===== src/dispatch_defs.svh =====
`ifndef DISPATCH_DEFS_SVH
`define DISPATCH_DEFS_SVH

// datapath widths and register file sizes
`define WORD_W      32
`define S_REGS      32
`define M_REGS      16

// scalar opcodes, standard RISC-V major opcode positions
`define OP_ALU      7'b0110011
`define OP_ALU_IMM  7'b0010011
`define OP_LOAD     7'b0000011
`define OP_STORE    7'b0100011
`define OP_BRANCH   7'b1100011

// matrix extension, custom opcode space
`define OP_M_LOAD   7'b0000111
`define OP_M_STORE  7'b0100111
`define OP_GEMM     7'b1110111

// register status tags, zero means the value is ready
`define TAG_ALU     2'd1    // result from ALU or GEMM
`define TAG_LD      2'd2    // result from a load

`endif


===== src/dispatch_pkg.sv =====
`include "dispatch_defs.svh"

package dispatch_pkg;

    typedef logic [`WORD_W-1:0] word_t;
    typedef logic [4:0]         sreg_t;     // scalar register index
    typedef logic [3:0]         mreg_t;     // matrix register index
    typedef logic [1:0]         tag_t;
    typedef logic [11:0]        imm_t;
    typedef logic [3:0]         alu_op_t;   // {funct7[5], funct3}
    typedef logic [2:0]         branch_op_t;

    typedef enum logic [1:0] {FU_NONE, FU_S_T, FU_M_T, FU_G_T} fu_type_e;
    typedef enum logic [1:0] {FU_S_ALU, FU_S_LD_ST, FU_S_BRANCH} fu_s_e;
    typedef enum logic       {FU_M_LD_ST, FU_M_GEMM} fu_m_e;
    typedef enum logic [1:0] {MEM_NONE, MEM_LOAD, MEM_STORE} mem_type_e;

    typedef struct packed {
        fu_type_e   fu_type;
        fu_s_e      fu_s;
        fu_m_e      fu_m;
        sreg_t      s_rd;
        sreg_t      s_rs1;
        sreg_t      s_rs2;
        mreg_t      m_rd;
        mreg_t      m_rs1;
        mreg_t      m_rs2;
        mreg_t      m_rs3;
        imm_t       imm;
        alu_op_t    alu_op;
        branch_op_t branch_op;
        mem_type_e  s_mem_type;
        mem_type_e  m_mem_type;
        logic       s_reg_write;
        logic       m_reg_write;
    } decode_t;

    typedef struct packed {
        logic busy;
        tag_t tag;
    } rst_entry_t;

    typedef struct packed {
        logic  s_rw_en;
        sreg_t s_rw;
        logic  m_rw_en;
        mreg_t m_rw;
    } wb_t;

    typedef struct packed {
        fu_s_e fu_s;
        sreg_t rd;
        sreg_t rs1;
        sreg_t rs2;
        imm_t  imm;
        tag_t  t1;
        tag_t  t2;
    } issue_s_t;

    // matrix load/store addresses through scalar registers
    typedef struct packed {
        mreg_t rd;
        sreg_t rs1;
        sreg_t rs2;
        imm_t  imm;
        tag_t  t1;
        tag_t  t2;
    } issue_m_t;

    typedef struct packed {
        mreg_t rd;
        mreg_t ms1;
        mreg_t ms2;
        mreg_t ms3;
        tag_t  t1;
        tag_t  t2;
        tag_t  t3;
    } issue_g_t;

    typedef struct packed {
        fu_s_e      fu_s;
        fu_m_e      fu_m;
        alu_op_t    alu_op;
        branch_op_t branch_op;
        imm_t       imm;
        mem_type_e  s_mem_type;
        mem_type_e  m_mem_type;
        wb_t        wb;
    } dispatch_t;

    typedef struct packed {
        logic alu;
        logic ldst;
        logic branch;
        logic m_ldst;
        logic gemm;
    } fu_done_t;

endpackage


===== src/instr_decoder.sv =====
`include "dispatch_defs.svh"

module instr_decoder (
    input  dispatch_pkg::word_t   instr,
    output dispatch_pkg::decode_t decode
);

    logic [6:0] opcode;
    logic [2:0] funct3;

    assign opcode = instr[6:0];
    assign funct3 = instr[14:12];

    always_comb begin
        decode = '0;

        // register fields are sliced unconditionally
        decode.s_rd  = instr[11:7];
        decode.s_rs1 = instr[19:15];
        decode.s_rs2 = instr[24:20];
        decode.m_rd  = instr[31:28];
        decode.m_rs1 = instr[27:24];
        decode.m_rs2 = instr[23:20];
        decode.m_rs3 = instr[19:16];

        case (opcode)
            `OP_ALU: begin
                decode.fu_type     = dispatch_pkg::FU_S_T;
                decode.fu_s        = dispatch_pkg::FU_S_ALU;
                decode.alu_op      = {instr[30], funct3};
                decode.s_reg_write = 1'b1;
            end
            `OP_ALU_IMM: begin
                decode.fu_type     = dispatch_pkg::FU_S_T;
                decode.fu_s        = dispatch_pkg::FU_S_ALU;
                decode.alu_op      = {instr[30] & (funct3 == 3'b101), funct3}; // srai only
                decode.imm         = instr[31:20];
                decode.s_reg_write = 1'b1;
            end
            `OP_LOAD: begin
                decode.fu_type     = dispatch_pkg::FU_S_T;
                decode.fu_s        = dispatch_pkg::FU_S_LD_ST;
                decode.imm         = instr[31:20];
                decode.s_mem_type  = dispatch_pkg::MEM_LOAD;
                decode.s_reg_write = 1'b1;
            end
            `OP_STORE: begin
                decode.fu_type    = dispatch_pkg::FU_S_T;
                decode.fu_s       = dispatch_pkg::FU_S_LD_ST;
                decode.imm        = {instr[31:25], instr[11:7]};
                decode.s_mem_type = dispatch_pkg::MEM_STORE;
            end
            `OP_BRANCH: begin
                decode.fu_type   = dispatch_pkg::FU_S_T;
                decode.fu_s      = dispatch_pkg::FU_S_BRANCH;
                decode.branch_op = funct3;
                decode.imm       = {instr[31], instr[7], instr[30:25], instr[11:8]}; // halfwords
            end
            `OP_M_LOAD: begin
                decode.fu_type     = dispatch_pkg::FU_M_T;
                decode.fu_m        = dispatch_pkg::FU_M_LD_ST;
                decode.imm         = {{4{instr[14]}}, instr[14:7]}; // short signed offset
                decode.m_mem_type  = dispatch_pkg::MEM_LOAD;
                decode.m_reg_write = 1'b1;
            end
            `OP_M_STORE: begin
                decode.fu_type    = dispatch_pkg::FU_M_T;
                decode.fu_m       = dispatch_pkg::FU_M_LD_ST;
                decode.imm        = {{4{instr[14]}}, instr[14:7]};
                decode.m_mem_type = dispatch_pkg::MEM_STORE;
            end
            `OP_GEMM: begin
                decode.fu_type     = dispatch_pkg::FU_G_T;
                decode.fu_m        = dispatch_pkg::FU_M_GEMM;
                decode.m_reg_write = 1'b1;
            end
            default: ; // unknown opcode, no unit
        endcase

        if (decode.s_rd == '0)
            decode.s_reg_write = 1'b0; // x0 never gets a pending result
    end

endmodule


===== src/reg_status_table.sv =====
module reg_status_table #(
    parameter  int NREGS = 32,
    localparam int SEL_W = $clog2(NREGS)
) (
    input  logic                                 CLK,
    input  logic                                 nRST,
    // dispatch side
    input  logic                                 set_en,
    input  logic [SEL_W-1:0]                     set_sel,
    input  dispatch_pkg::tag_t                   set_tag,
    // writeback side
    input  logic                                 clr_en,
    input  logic [SEL_W-1:0]                     clr_sel,
    output dispatch_pkg::rst_entry_t [NREGS-1:0] status
);

    dispatch_pkg::rst_entry_t [NREGS-1:0] status_next;

    always_comb begin
        status_next = status;

        // a register is never set while busy nor cleared while free,
        // so set and clear cannot meet on the same entry
        if (clr_en) begin
            status_next[clr_sel].busy = 1'b0;
            status_next[clr_sel].tag  = '0;
        end
        if (set_en) begin
            status_next[set_sel].busy = 1'b1;
            status_next[set_sel].tag  = set_tag;
        end
    end

    always_ff @(posedge CLK, negedge nRST) begin
        if (!nRST) begin
            status <= '0;
        end else begin
            status <= status_next;
        end
    end

endmodule


===== src/fu_status_table.sv =====
module fu_status_table (
    input  logic                   CLK,
    input  logic                   nRST,
    input  logic                   issue_s_en,
    input  dispatch_pkg::fu_s_e    issue_s_fu,  // which scalar unit takes the issue
    input  logic                   issue_m_en,
    input  logic                   issue_g_en,
    input  dispatch_pkg::fu_done_t fu_done,
    output dispatch_pkg::fu_done_t busy
);

    dispatch_pkg::fu_done_t set_v;
    dispatch_pkg::fu_done_t busy_next;

    // one-hot set vector from the issue strobes
    always_comb begin
        set_v = '0;
        if (issue_s_en) begin
            case (issue_s_fu)
                dispatch_pkg::FU_S_ALU:    set_v.alu    = 1'b1;
                dispatch_pkg::FU_S_LD_ST:  set_v.ldst   = 1'b1;
                dispatch_pkg::FU_S_BRANCH: set_v.branch = 1'b1;
                default: ;
            endcase
        end
        set_v.m_ldst = issue_m_en;
        set_v.gemm   = issue_g_en;
    end

    // completion only hits busy units and issue only free ones
    always_comb begin
        busy_next        = busy;
        busy_next.alu    = (busy.alu    & ~fu_done.alu)    | set_v.alu;
        busy_next.ldst   = (busy.ldst   & ~fu_done.ldst)   | set_v.ldst;
        busy_next.branch = (busy.branch & ~fu_done.branch) | set_v.branch;
        busy_next.m_ldst = (busy.m_ldst & ~fu_done.m_ldst) | set_v.m_ldst;
        busy_next.gemm   = (busy.gemm   & ~fu_done.gemm)   | set_v.gemm;
    end

    always_ff @(posedge CLK, negedge nRST) begin
        if (!nRST) begin
            busy <= '0;
        end else begin
            busy <= busy_next;
        end
    end

endmodule


===== src/dispatch_stage.sv =====
`include "dispatch_defs.svh"

module dispatch_stage (
    input  logic                                    CLK,
    input  logic                                    nRST,
    input  logic                                    instr_valid,
    input  logic                                    flush,
    input  logic                                    freeze,
    input  dispatch_pkg::decode_t                   decode,
    input  dispatch_pkg::wb_t                       wb,
    input  dispatch_pkg::rst_entry_t [`S_REGS-1:0]  s_status,
    input  dispatch_pkg::rst_entry_t [`M_REGS-1:0]  m_status,
    input  dispatch_pkg::fu_done_t                  fu_busy,
    // register status table ports
    output logic                                    s_set_en,
    output dispatch_pkg::sreg_t                     s_set_sel,
    output dispatch_pkg::tag_t                      s_set_tag,
    output logic                                    m_set_en,
    output dispatch_pkg::mreg_t                     m_set_sel,
    output dispatch_pkg::tag_t                      m_set_tag,
    output logic                                    s_clr_en,
    output dispatch_pkg::sreg_t                     s_clr_sel,
    output logic                                    m_clr_en,
    output dispatch_pkg::mreg_t                     m_clr_sel,
    // fetch back-pressure and issue
    output logic                                    stall,
    output logic                                    issue_s_en,
    output dispatch_pkg::issue_s_t                  issue_s,
    output logic                                    issue_m_en,
    output dispatch_pkg::issue_m_t                  issue_m,
    output logic                                    issue_g_en,
    output dispatch_pkg::issue_g_t                  issue_g,
    output dispatch_pkg::dispatch_t                 out
);

    logic                    fu_hazard;
    logic                    waw;
    logic                    hazard;
    logic                    flush_v;
    logic                    accept;
    dispatch_pkg::dispatch_t new_word;
    dispatch_pkg::dispatch_t out_next;

    // structural hazard from the busy bit of the selected unit
    always_comb begin
        fu_hazard = 1'b0;
        case (decode.fu_type)
            dispatch_pkg::FU_S_T: begin
                case (decode.fu_s)
                    dispatch_pkg::FU_S_ALU:    fu_hazard = fu_busy.alu;
                    dispatch_pkg::FU_S_LD_ST:  fu_hazard = fu_busy.ldst;
                    dispatch_pkg::FU_S_BRANCH: fu_hazard = fu_busy.branch;
                    default:                   fu_hazard = 1'b0;
                endcase
            end
            dispatch_pkg::FU_M_T: fu_hazard = fu_busy.m_ldst;
            dispatch_pkg::FU_G_T: fu_hazard = fu_busy.gemm;
            default:              fu_hazard = 1'b0;
        endcase
    end

    // matrix destination takes precedence, decoder never sets both
    assign waw = decode.m_reg_write ? m_status[decode.m_rd].busy :
                 decode.s_reg_write ? s_status[decode.s_rd].busy : 1'b0;

    assign hazard  = fu_hazard | waw;
    assign stall   = instr_valid & hazard;
    assign flush_v = flush & instr_valid;
    assign accept  = instr_valid & ~hazard & ~flush & ~freeze;

    // destination goes pending at the next edge
    assign s_set_en  = accept & decode.s_reg_write;
    assign s_set_sel = decode.s_rd;
    assign s_set_tag = (decode.s_mem_type == dispatch_pkg::MEM_LOAD) ? `TAG_LD : `TAG_ALU;
    assign m_set_en  = accept & decode.m_reg_write;
    assign m_set_sel = decode.m_rd;
    assign m_set_tag = (decode.m_mem_type == dispatch_pkg::MEM_LOAD) ? `TAG_LD : `TAG_ALU;

    assign s_clr_en  = wb.s_rw_en;
    assign s_clr_sel = wb.s_rw;
    assign m_clr_en  = wb.m_rw_en;
    assign m_clr_sel = wb.m_rw;

    assign issue_s_en = accept & (decode.fu_type == dispatch_pkg::FU_S_T);
    assign issue_m_en = accept & (decode.fu_type == dispatch_pkg::FU_M_T);
    assign issue_g_en = accept & (decode.fu_type == dispatch_pkg::FU_G_T);

    always_comb begin
        issue_s.fu_s = decode.fu_s;
        issue_s.rd   = decode.s_rd;
        issue_s.rs1  = decode.s_rs1;
        issue_s.rs2  = decode.s_rs2;
        issue_s.imm  = decode.imm;
        issue_s.t1   = s_status[decode.s_rs1].tag;
        issue_s.t2   = s_status[decode.s_rs2].tag;

        issue_m.rd   = decode.m_rd;
        issue_m.rs1  = decode.s_rs1;    // base and stride are scalar
        issue_m.rs2  = decode.s_rs2;
        issue_m.imm  = decode.imm;
        issue_m.t1   = s_status[decode.s_rs1].tag;
        issue_m.t2   = s_status[decode.s_rs2].tag;

        issue_g.rd   = decode.m_rd;
        issue_g.ms1  = decode.m_rs1;
        issue_g.ms2  = decode.m_rs2;
        issue_g.ms3  = decode.m_rs3;
        issue_g.t1   = m_status[decode.m_rs1].tag;
        issue_g.t2   = m_status[decode.m_rs2].tag;
        issue_g.t3   = m_status[decode.m_rs3].tag;
    end

    // execute and writeback control word
    always_comb begin
        new_word.fu_s        = decode.fu_s;
        new_word.fu_m        = decode.fu_m;
        new_word.alu_op      = decode.alu_op;
        new_word.branch_op   = decode.branch_op;
        new_word.imm         = decode.imm;
        new_word.s_mem_type  = decode.s_mem_type;
        new_word.m_mem_type  = decode.m_mem_type;
        new_word.wb.s_rw_en  = decode.s_reg_write;
        new_word.wb.s_rw     = decode.s_rd;
        new_word.wb.m_rw_en  = decode.m_reg_write;
        new_word.wb.m_rw     = decode.m_rd;
    end

    always_comb begin
        if (flush_v)
            out_next = '0;
        else if (freeze || !instr_valid || hazard)
            out_next = out;     // hold
        else
            out_next = new_word;
    end

    always_ff @(posedge CLK, negedge nRST) begin
        if (!nRST) begin
            out <= '0;
        end else begin
            out <= out_next;
        end
    end

endmodule


===== src/dispatch_top.sv =====
`include "dispatch_defs.svh"

module dispatch_top (
    input  logic                    CLK,
    input  logic                    nRST,
    input  logic                    instr_valid,
    input  dispatch_pkg::word_t     instr,
    input  logic                    flush,
    input  logic                    freeze,
    input  dispatch_pkg::wb_t       wb,
    input  dispatch_pkg::fu_done_t  fu_done,
    output logic                    stall,
    output logic                    issue_s_en,
    output dispatch_pkg::issue_s_t  issue_s,
    output logic                    issue_m_en,
    output dispatch_pkg::issue_m_t  issue_m,
    output logic                    issue_g_en,
    output dispatch_pkg::issue_g_t  issue_g,
    output dispatch_pkg::dispatch_t out
);

    dispatch_pkg::decode_t                  decode;
    dispatch_pkg::rst_entry_t [`S_REGS-1:0] s_status;
    dispatch_pkg::rst_entry_t [`M_REGS-1:0] m_status;
    dispatch_pkg::fu_done_t                 fu_busy;

    logic                s_set_en;
    dispatch_pkg::sreg_t s_set_sel;
    dispatch_pkg::tag_t  s_set_tag;
    logic                m_set_en;
    dispatch_pkg::mreg_t m_set_sel;
    dispatch_pkg::tag_t  m_set_tag;
    logic                s_clr_en;
    dispatch_pkg::sreg_t s_clr_sel;
    logic                m_clr_en;
    dispatch_pkg::mreg_t m_clr_sel;

    instr_decoder instr_decoder_i (.instr(instr), .decode(decode));

    reg_status_table #(.NREGS(`S_REGS)) s_rst_i (
        .CLK(CLK), .nRST(nRST),
        .set_en(s_set_en), .set_sel(s_set_sel), .set_tag(s_set_tag),
        .clr_en(s_clr_en), .clr_sel(s_clr_sel),
        .status(s_status)
    );

    reg_status_table #(.NREGS(`M_REGS)) m_rst_i (
        .CLK(CLK), .nRST(nRST),
        .set_en(m_set_en), .set_sel(m_set_sel), .set_tag(m_set_tag),
        .clr_en(m_clr_en), .clr_sel(m_clr_sel),
        .status(m_status)
    );

    fu_status_table fu_status_table_i (
        .CLK(CLK), .nRST(nRST),
        .issue_s_en(issue_s_en), .issue_s_fu(issue_s.fu_s),
        .issue_m_en(issue_m_en), .issue_g_en(issue_g_en),
        .fu_done(fu_done), .busy(fu_busy)
    );

    dispatch_stage dispatch_stage_i (
        .CLK(CLK), .nRST(nRST),
        .instr_valid(instr_valid), .flush(flush), .freeze(freeze),
        .decode(decode), .wb(wb),
        .s_status(s_status), .m_status(m_status), .fu_busy(fu_busy),
        .s_set_en(s_set_en), .s_set_sel(s_set_sel), .s_set_tag(s_set_tag),
        .m_set_en(m_set_en), .m_set_sel(m_set_sel), .m_set_tag(m_set_tag),
        .s_clr_en(s_clr_en), .s_clr_sel(s_clr_sel),
        .m_clr_en(m_clr_en), .m_clr_sel(m_clr_sel),
        .stall(stall),
        .issue_s_en(issue_s_en), .issue_s(issue_s),
        .issue_m_en(issue_m_en), .issue_m(issue_m),
        .issue_g_en(issue_g_en), .issue_g(issue_g),
        .out(out)
    );

endmodule


===== config.mk =====
export PLATFORM = sky130hd
export DESIGN_NAME = dispatch_top
export DESIGN_NICKNAME = d
export VERILOG_FILES = /design/src/dispatch_pkg.sv /design/src/instr_decoder.sv /design/src/reg_status_table.sv /design/src/fu_status_table.sv /design/src/dispatch_stage.sv /design/src/dispatch_top.sv
export VERILOG_INCLUDE_DIRS = /design/src
export SDC_FILE = /design/constraint.sdc
export NUM_CORES = 1
export LEC_CHECK = 0
export ABC_AREA = 0
export BUFFER_PORTS_ARGS = -buffer_cell sky130_fd_sc_hd__buf_2
export CAP_MARGIN = 5
export CORE_UTILIZATION = 57
export DETAILED_ROUTE_END_ITERATION = 12
export GPL_TIMING_DRIVEN = 0
export PLACE_DENSITY = 0.81
export SETUP_SLACK_MARGIN = 0.4
export SYNTH_ARGS = -nofsm -noshare
export SYNTH_HDL_FRONTEND = slang
export SYNTH_SLANG_ARGS = --single-unit

===== constraint.sdc =====
create_clock -name CLK -period 4.1 [get_ports CLK]
set_clock_uncertainty 0.2 [all_clocks]
set_input_delay 0.41 -clock CLK [delete_from_list [all_inputs] [get_ports CLK]]
set_output_delay 0.41 -clock CLK [all_outputs]
set_load 0.005 [all_outputs]

==> impl_metrics.tcl, run 1 <==
set metrics [dict create \
    placed_cell_area_mm2 0.01194 \
    synth_ff_type "dfrtp_1" \
    synth-edff-count 0 \
    hold_depth 2 \
    ys_seq_area_share_pct 43.16 \
    final_area_mm2 0.01265 \
    cp.required_ns 3.49 \
    drt_first_pass_iters 6 \
    drv_cap 0 \
    ir_drop_mv 0.3875 \
    rows 49 \
    grt_pass1_vias 9230 \
    area_growth_pct 17.25 \
    internal_power_mw 2.970 \
    drv_slew 0 \
    grt_pass1_wl_um 50890 \
    ant_nets 0 \
    rsz0062_at_grt "true" \
    crit_path_max_fanout 10 \
    setup_tns_ns 0 \
    syn-cell-area_mm2 0.01079 \
    cts_tree "built" \
    slowest_delay_ns 0.68 \
    layout_common_cells "228 x nand2_1, 186 x dfrtp_1, 171 x buf_2" \
    power_density_mw_per_mm2 314.7 \
    stdcell_count 1431 \
    synth_nets 1054 \
    postCtsSetupBuffers 0 \
    netSwitchingFraction_pct 25.37 \
    overflow 0 \
    htree_num_levels 4 \
    relSlewSlack_pct 28.93 \
    track_usage_pct 34.75 \
    coreArea_mm2 0.01827 \
    final-setup-viol-count 0 \
    viasPerCell 6.488 \
    critPathSlowestCell "clkbuf_1" \
    clkLatencyLatePin_ns 0.44 \
    place.gp.congestion 0.9426 \
    fin_nets 1244 \
    cp-end-kind "output pin" \
    wirelength_um 32840 \
    post-route-min-period_ns 3.646 \
    worst_slack_ns 0.4543 \
    drt_iter0_drc 941 \
    worstRegToRegCells 8 \
    dpl.hpwl_um 23850 \
    io_buffers 165 \
    clk_pin_slew_worst_paths_ns 0.07 \
    grt_max_degree 118 \
    hold_path.class "input pin to flop" \
    final_common_cell "nand2_1" \
    synth_cell_types 54 \
    cts_root_buf "clkbuf_16" \
    reg2reg_slack_ns 0.67 \
    r2r_end "m_rst_i.status[18]" \
    cts_max_path_buffers 2 \
    wl_per_cell_um 22.95 \
    pwr-share-clk_pct 43.1 \
    worst-slew-pin-transition_ns 1.064 \
    r2r_start "s_rst_i.status[35]" \
    clock-sinks 186 \
    synth_area_per_cell_um2 10.77 \
    dp_slack_ns -0.07753 \
    drive_gt1_share_pct 31.11 \
    num_vias 9284 \
    hold_end "dispatch_stage_i.out[29]" \
    crit_type "input pin to output pin" \
    async_reset_ff_share_pct 100.0 \
    worstPathCellList "clkbuf_1, clkbuf_1, mux4_2, mux4_2, mux2_2, buf_4, buf_2" \
    synthCells 1001 \
    cts_made_buffers 17 \
    dp.cells 1396 \
    dieArea_mm2 0.01948 \
    combPwrFrac_pct 10.3 \
    p_seq_share_pct 46.6 \
    clock.fmax_ghz 0.2743 \
    start_kind "input pin" \
    n_antenna_cell 0 \
    crit_arrival_ns 3.04 \
    p_switching_mw 1.010 \
    min_from "instr[14]" \
    finalCritPeriodShare_pct 88.92 \
    status "complete, no violations" \
    antenna_found_initial 0 \
    start_util_pct 59.03 \
    synth-seq-cells 186 \
    die_w_um 139.6 \
    leakage_nw 6.559 \
    ys_warn_count 0 \
    hold_viol_final 0 \
    fill_cells 1367 \
    die_h_um 139.6 \
    io_pins 179 \
    remaining_drc_errors 0 \
]
[final cells by class]
cell class / instances / area (um2) / area share, %
plain buffers: 126 / 794.5 / 6.283
clock buffers: 17 / 425.4 / 3.364
clock inverters: 13 / 167.7 / 1.326
inverters: 14 / 52.55 / 0.4156
multi-input cells: 675 / 5351 / 42.32
flip-flops and latches: 186 / 4654 / 36.81
well taps: 229 / 286.5 / 2.266
repair buffers: 171 / 913.4 / 7.223
[flip-flops by register name, indices dropped and copies added, names as in the netlist]
name	count
s_rst_i.status	96
dispatch_stage_i.out	37
m_rst_i.status	48
fu_status_table_i.busy	5
[how the worst max path moves through the flow]
stage              start            endpoint  slack (ns)
2_1_floorplan  instr[15]          issue_s[2]        0.73
3_3_place_gp        nRST  s_rst_i.status[28]       -0.57
3_5_place_dp   instr[29]          issue_s_en       -0.08
4_1_cts        instr[20]          issue_s[0]        0.41
5_1_grt        instr[21]          issue_s[0]        0.40
6_report       instr[16]          issue_s[3]        0.45
[per-stage QoR]
| step | hold WS [ns] | util, % | total power, mW |
|---|---|---|---|
| 2_1_floorplan | -0.08559 | - | 2.105 |
| 3_3_place_gp | 0.2449 | 65.12 | 2.275 |
| 3_5_place_dp | 0.2051 | 65.35 | 2.286 |
| 4_1_cts | 0.02791 | 69.15 | 3.977 |
| 5_1_grt | 0.03715 | 69.22 | 4.082 |
| 6_report | 0.03729 | 69.22 | 3.980 |
[routing by layer]
metal | vias to the layer above | track usage (%) | share of wire (%)
met5 | - | 0 | 0
met4 | 0 | 19.72 | 5.8
met3 | 168 | 8.500 | 9.9
met2 | 630 | 55.67 | 48
met1 | 4533 | 43.48 | 37
li1 | 3953 | - | -
[worst max-delay path, delay by kind of cell]
family / cells / cell delay [ns]
multiplexers: 3 / 1.27
buffers and inverters: 4 / 1.33
[kinds of logic after synthesis]
group | count (synthesis) | share of synthesized area [%]
AOI/OAI and AO/OA | 107 | 7.947
DFF | 186 | 43.16
muxes | 168 | 24.47
buffers and inverters | 140 | 7.494
and+or+nand+nor | 400 | 16.94
[synth_stat cells (all sizes together) (2+ instances only)]
library cell	instances	area share (%)
o2bb2ai	9	0.73
and4	4	0.35
and3b	4	0.32
or3	6	0.35
and3	10	0.58
nand3b	2	0.14
o21ai	8	0.37
nand4	7	0.41
nor2	32	1.1
a22oi	7	0.49
nand3	52	2.4
nand2	229	8.0
nor3	8	0.37
a31o	3	0.24
a2bb2oi	6	0.49
o311ai	3	0.24
o22ai	6	0.35
a32o	10	0.93
o22a	3	0.24
clkbuf	41	1.4
a21o	9	0.63
nor2b	8	0.46
nand4b	2	0.16
mux2i	87	8.1
dfrtp	186	43
or2	2	0.12
buf	85	5.6
a211oi	2	0.14
a221o	5	0.46
mux4	76	16
mux2	5	0.52
nor3b	8	0.56
a21oi	7	0.32
a22o	21	1.7
inv	14	0.49
nand2b	9	0.52
and2	13	0.75
[power groups by stage]
| stage | Combinational (mW) | Sequential [mW] | Clock, mW |
|---|---|---|---|
| floorplan | 0.214 | 1.89 | 0 |
| global placement | 0.384 | 1.89 | 0 |
| detailed placement | 0.395 | 1.89 | 0 |
| CTS | 0.403 | 1.86 | 1.72 |
| global route | 0.437 | 1.86 | 1.79 |
| finish | 0.408 | 1.86 | 1.72 |
[what timing repair did]
action                     CTS  global route
resized for setup           16            14
hold endpoints to repair    73             0
pin swaps                    0             1
hold buffers                 5             0
cloned                       0             0
setup endpoints to repair   10             7
Power figures use the tool's default switching activity.
==> inputs of run 2 (changes only) <==
REMOVE_ABC_BUFFERS = 1   (was not set)
==> run 2 against run 1 <==
- clock-buffer cell count increased by 4
- clock power about the same
- sequential cell count unchanged
- highest routed layer unchanged
- global-route usage decreased by 3.1 points
- sequential share of layout area increased by 1.8 points
- register-to-register slack got worse by 0.02 ns
- largest cell class unchanged
- final area decreased by 4.7%
- hold slack improved by 0.0016 ns
- power decreased by 2.0%
- combinational power decreased by 13%
- cell count decreased by 7.0%
==> impl_metrics.tcl, run 2 (synthesis gave the netlist of run 1 again) <==
set metrics [dict create \
    status "complete, no violations" \
    layout_common_cells "229 x nand2_1, 186 x dfrtp_1, 175 x buf_2" \
    power_density_mw_per_mm2 323.4 \
    largest_registers "s_rst_i.status (96), m_rst_i.status (48), dispatch_stage_i.out (37)" \
    clk_pin_slew_worst_paths_ns 0.07 \
    final-setup-viol-count 0 \
    worstPathCellList "mux4_2, nand2b_1, a221o_1, and4_4, nor3_4, nand2_1, nor2_1, buf_2" \
    viasPerCell 6.527 \
    rows 49 \
    grt_max_degree 113 \
    r2r_end "dispatch_stage_i.out[28]" \
    dieArea_mm2 0.01948 \
    startpoint "s_rst_i.status[26]" \
    htree_num_levels 4 \
    relSlewSlack_pct 25.57 \
    hold_path.class "input pin to flop" \
    hold_viol_final 0 \
    start_util_pct 59.03 \
    crit_cells 8 \
    largest_reg_flops 96 \
    remaining_drc_errors 0 \
    start_kind "flop" \
    crit_path_max_fanout 9 \
    clock-sinks 186 \
    crit_arrival_ns 2.97 \
    antenna_found_initial 0 \
    cp.required_ns 3.49 \
    post-route-min-period_ns 3.576 \
    drive_gt1_share_pct 28.40 \
    leakage_nw 6.220 \
    cpLargestDelayFamily "simple AND/OR/NAND/NOR gates" \
    wirelength_um 29780 \
    ant_nets 0 \
    path_buf_inv 1 \
    cp-end-kind "output pin" \
    pwr-share-clk_pct 43.4 \
    slowest_delay_ns 0.44 \
    n_antenna_cell 0 \
    dp.cells 1293 \
    io_pins 179 \
    io_buffers 178 \
    ir_drop_mv 0.3199 \
    fin_nets 1142 \
    clock.fmax_ghz 0.2796 \
    top_register "s_rst_i.status" \
    die_h_um 139.6 \
    final_common_cell "nand2_1" \
    p_seq_share_pct 47.6 \
    finalCritPeriodShare_pct 87.23 \
    die_w_um 139.6 \
    wl_per_cell_um 22.37 \
    grt_pass1_vias 8479 \
    drt_iter0_drc 947 \
    internal_power_mw 2.914 \
    num_vias 8688 \
    p_switching_uw 984.5 \
    rsz0062_at_grt "false" \
    cts_tree "built" \
    worstRegToRegCells 7 \
    r2r_start "s_rst_i.status[26]" \
    netSwitchingFraction_pct 25.25 \
    drv_slew 0 \
    drv_cap 0 \
    dpl.hpwl_um 20930 \
    reg2reg_slack_ns 0.65 \
    track_usage_pct 31.62 \
    area_growth_pct 11.79 \
    clkLatencyLatePin_ns 0.45 \
    drt_first_pass_iters 5 \
    worst-slew-pin-transition_ns 1.114 \
    place.gp.congestion 0.9295 \
    critPathSlowestCell "mux4_2" \
    crit_path_end "issue_m_en" \
    cts_made_buffers 17 \
    stdcell_count 1331 \
    cts_root_buf "clkbuf_16" \
    overflow 0 \
    crit_type "flop to output pin" \
    cts_max_path_buffers 2 \
    grt_pass1_wl_um 46750 \
    hold_slack_ns 0.03886 \
    combPwrFrac_pct 9.0 \
    coreArea_mm2 0.01827 \
]
## run 2: changes by cell type in the layout (fill, tap and decap cells not counted), sizes merged
| cell | before | now |
|---|---|---|
| bufinv | 3 | 2 |
| clkinvlp | 2 | 3 |
| clkbuf | 57 | 21 |
| clkinv | 4 | 2 |
| clkdlybuf4s15 | 1 | 0 |
| clkdlybuf4s18 | 1 | 0 |
| buf | 250 | 190 |
## run 2: worst reg2reg max path: stages, from the launching register on
cell,delay (ns)
dfrtp_1,0.39
mux4_2,0.44
nand2b_1,0.19
a221o_1,0.36
and4_4,0.19
or4_4,0.57
a21bo_1,0.60
a32o_1,0.40
## run 2: cell type report
type / count / area (um2)
flip-flops and latches: 186 / 4654
well taps: 229 / 286.5
clock inverters: 11 / 136.4
multi-input cells: 675 / 5354
inverters: 14 / 52.55
fillers: 1369 / 6213
repair buffers: 195 / 1112
clock buffers: 21 / 460.4
## run 2: through the flow
step                      utilization (%)  TNS [ns]  setup WS, ns  power (mW)  cell area, um2
after floorplan                         -   -159.81        -1.294       2.009           10030
after global placement              61.34   -763.30        -4.284       2.222           11210
after detailed placement            62.19         0       0.04456       2.235           11360
after CTS                           65.79         0        0.4347       3.907           12020
after global routing                65.99         0        0.4318       4.007           12060
final                               65.99         0        0.5238       3.899           12060
## run 2: metal layers
layer	part of all wire [%]	track usage (%)	vias to the layer above	routed length [um]
li1	-	-	3746	-
met1	39	41.95	4291	11550
met2	49	51.60	574	14470
met3	9.5	6.366	77	2843
met4	3.1	12.26	0	915
met5	0	0	-	0
## run 2: worst min-delay path by stage
| stage | from | endpoint | slack [ns] | cells after the start |
|---|---|---|---|---|
| floorplan | nRST | dispatch_stage_i.out[0] | -0.09 | 0 |
| global placement | s_rst_i.status[71] | s_rst_i.status[71] | 0.25 | 2 |
| detailed placement | nRST | m_rst_i.status[0] | 0.21 | 1 |
| CTS | instr[14] | dispatch_stage_i.out[29] | 0.03 | 2 |
| global route | instr[12] | dispatch_stage_i.out[27] | 0.04 | 2 |
| finish | instr[14] | dispatch_stage_i.out[29] | 0.04 | 2 |
## run 2: power groups by stage
stage,combinational [mW],clock (mW),sequential (mW)
after global placement,0.331,0,1.89
after floorplan,0.118,0,1.89
after detailed placement,0.344,0,1.89
after global routing,0.381,1.77,1.86
final,0.353,1.69,1.86
after CTS,0.350,1.70,1.86
## run 2: repair_timing
action	4_1_cts	5_1_grt
endpoints found under the setup margin	3	1
endpoints found under the hold margin	78	0
pin swaps	0	0
resized for setup	3	1
hold buffers	5	0
cloned	0	0
setup buffers	0	0
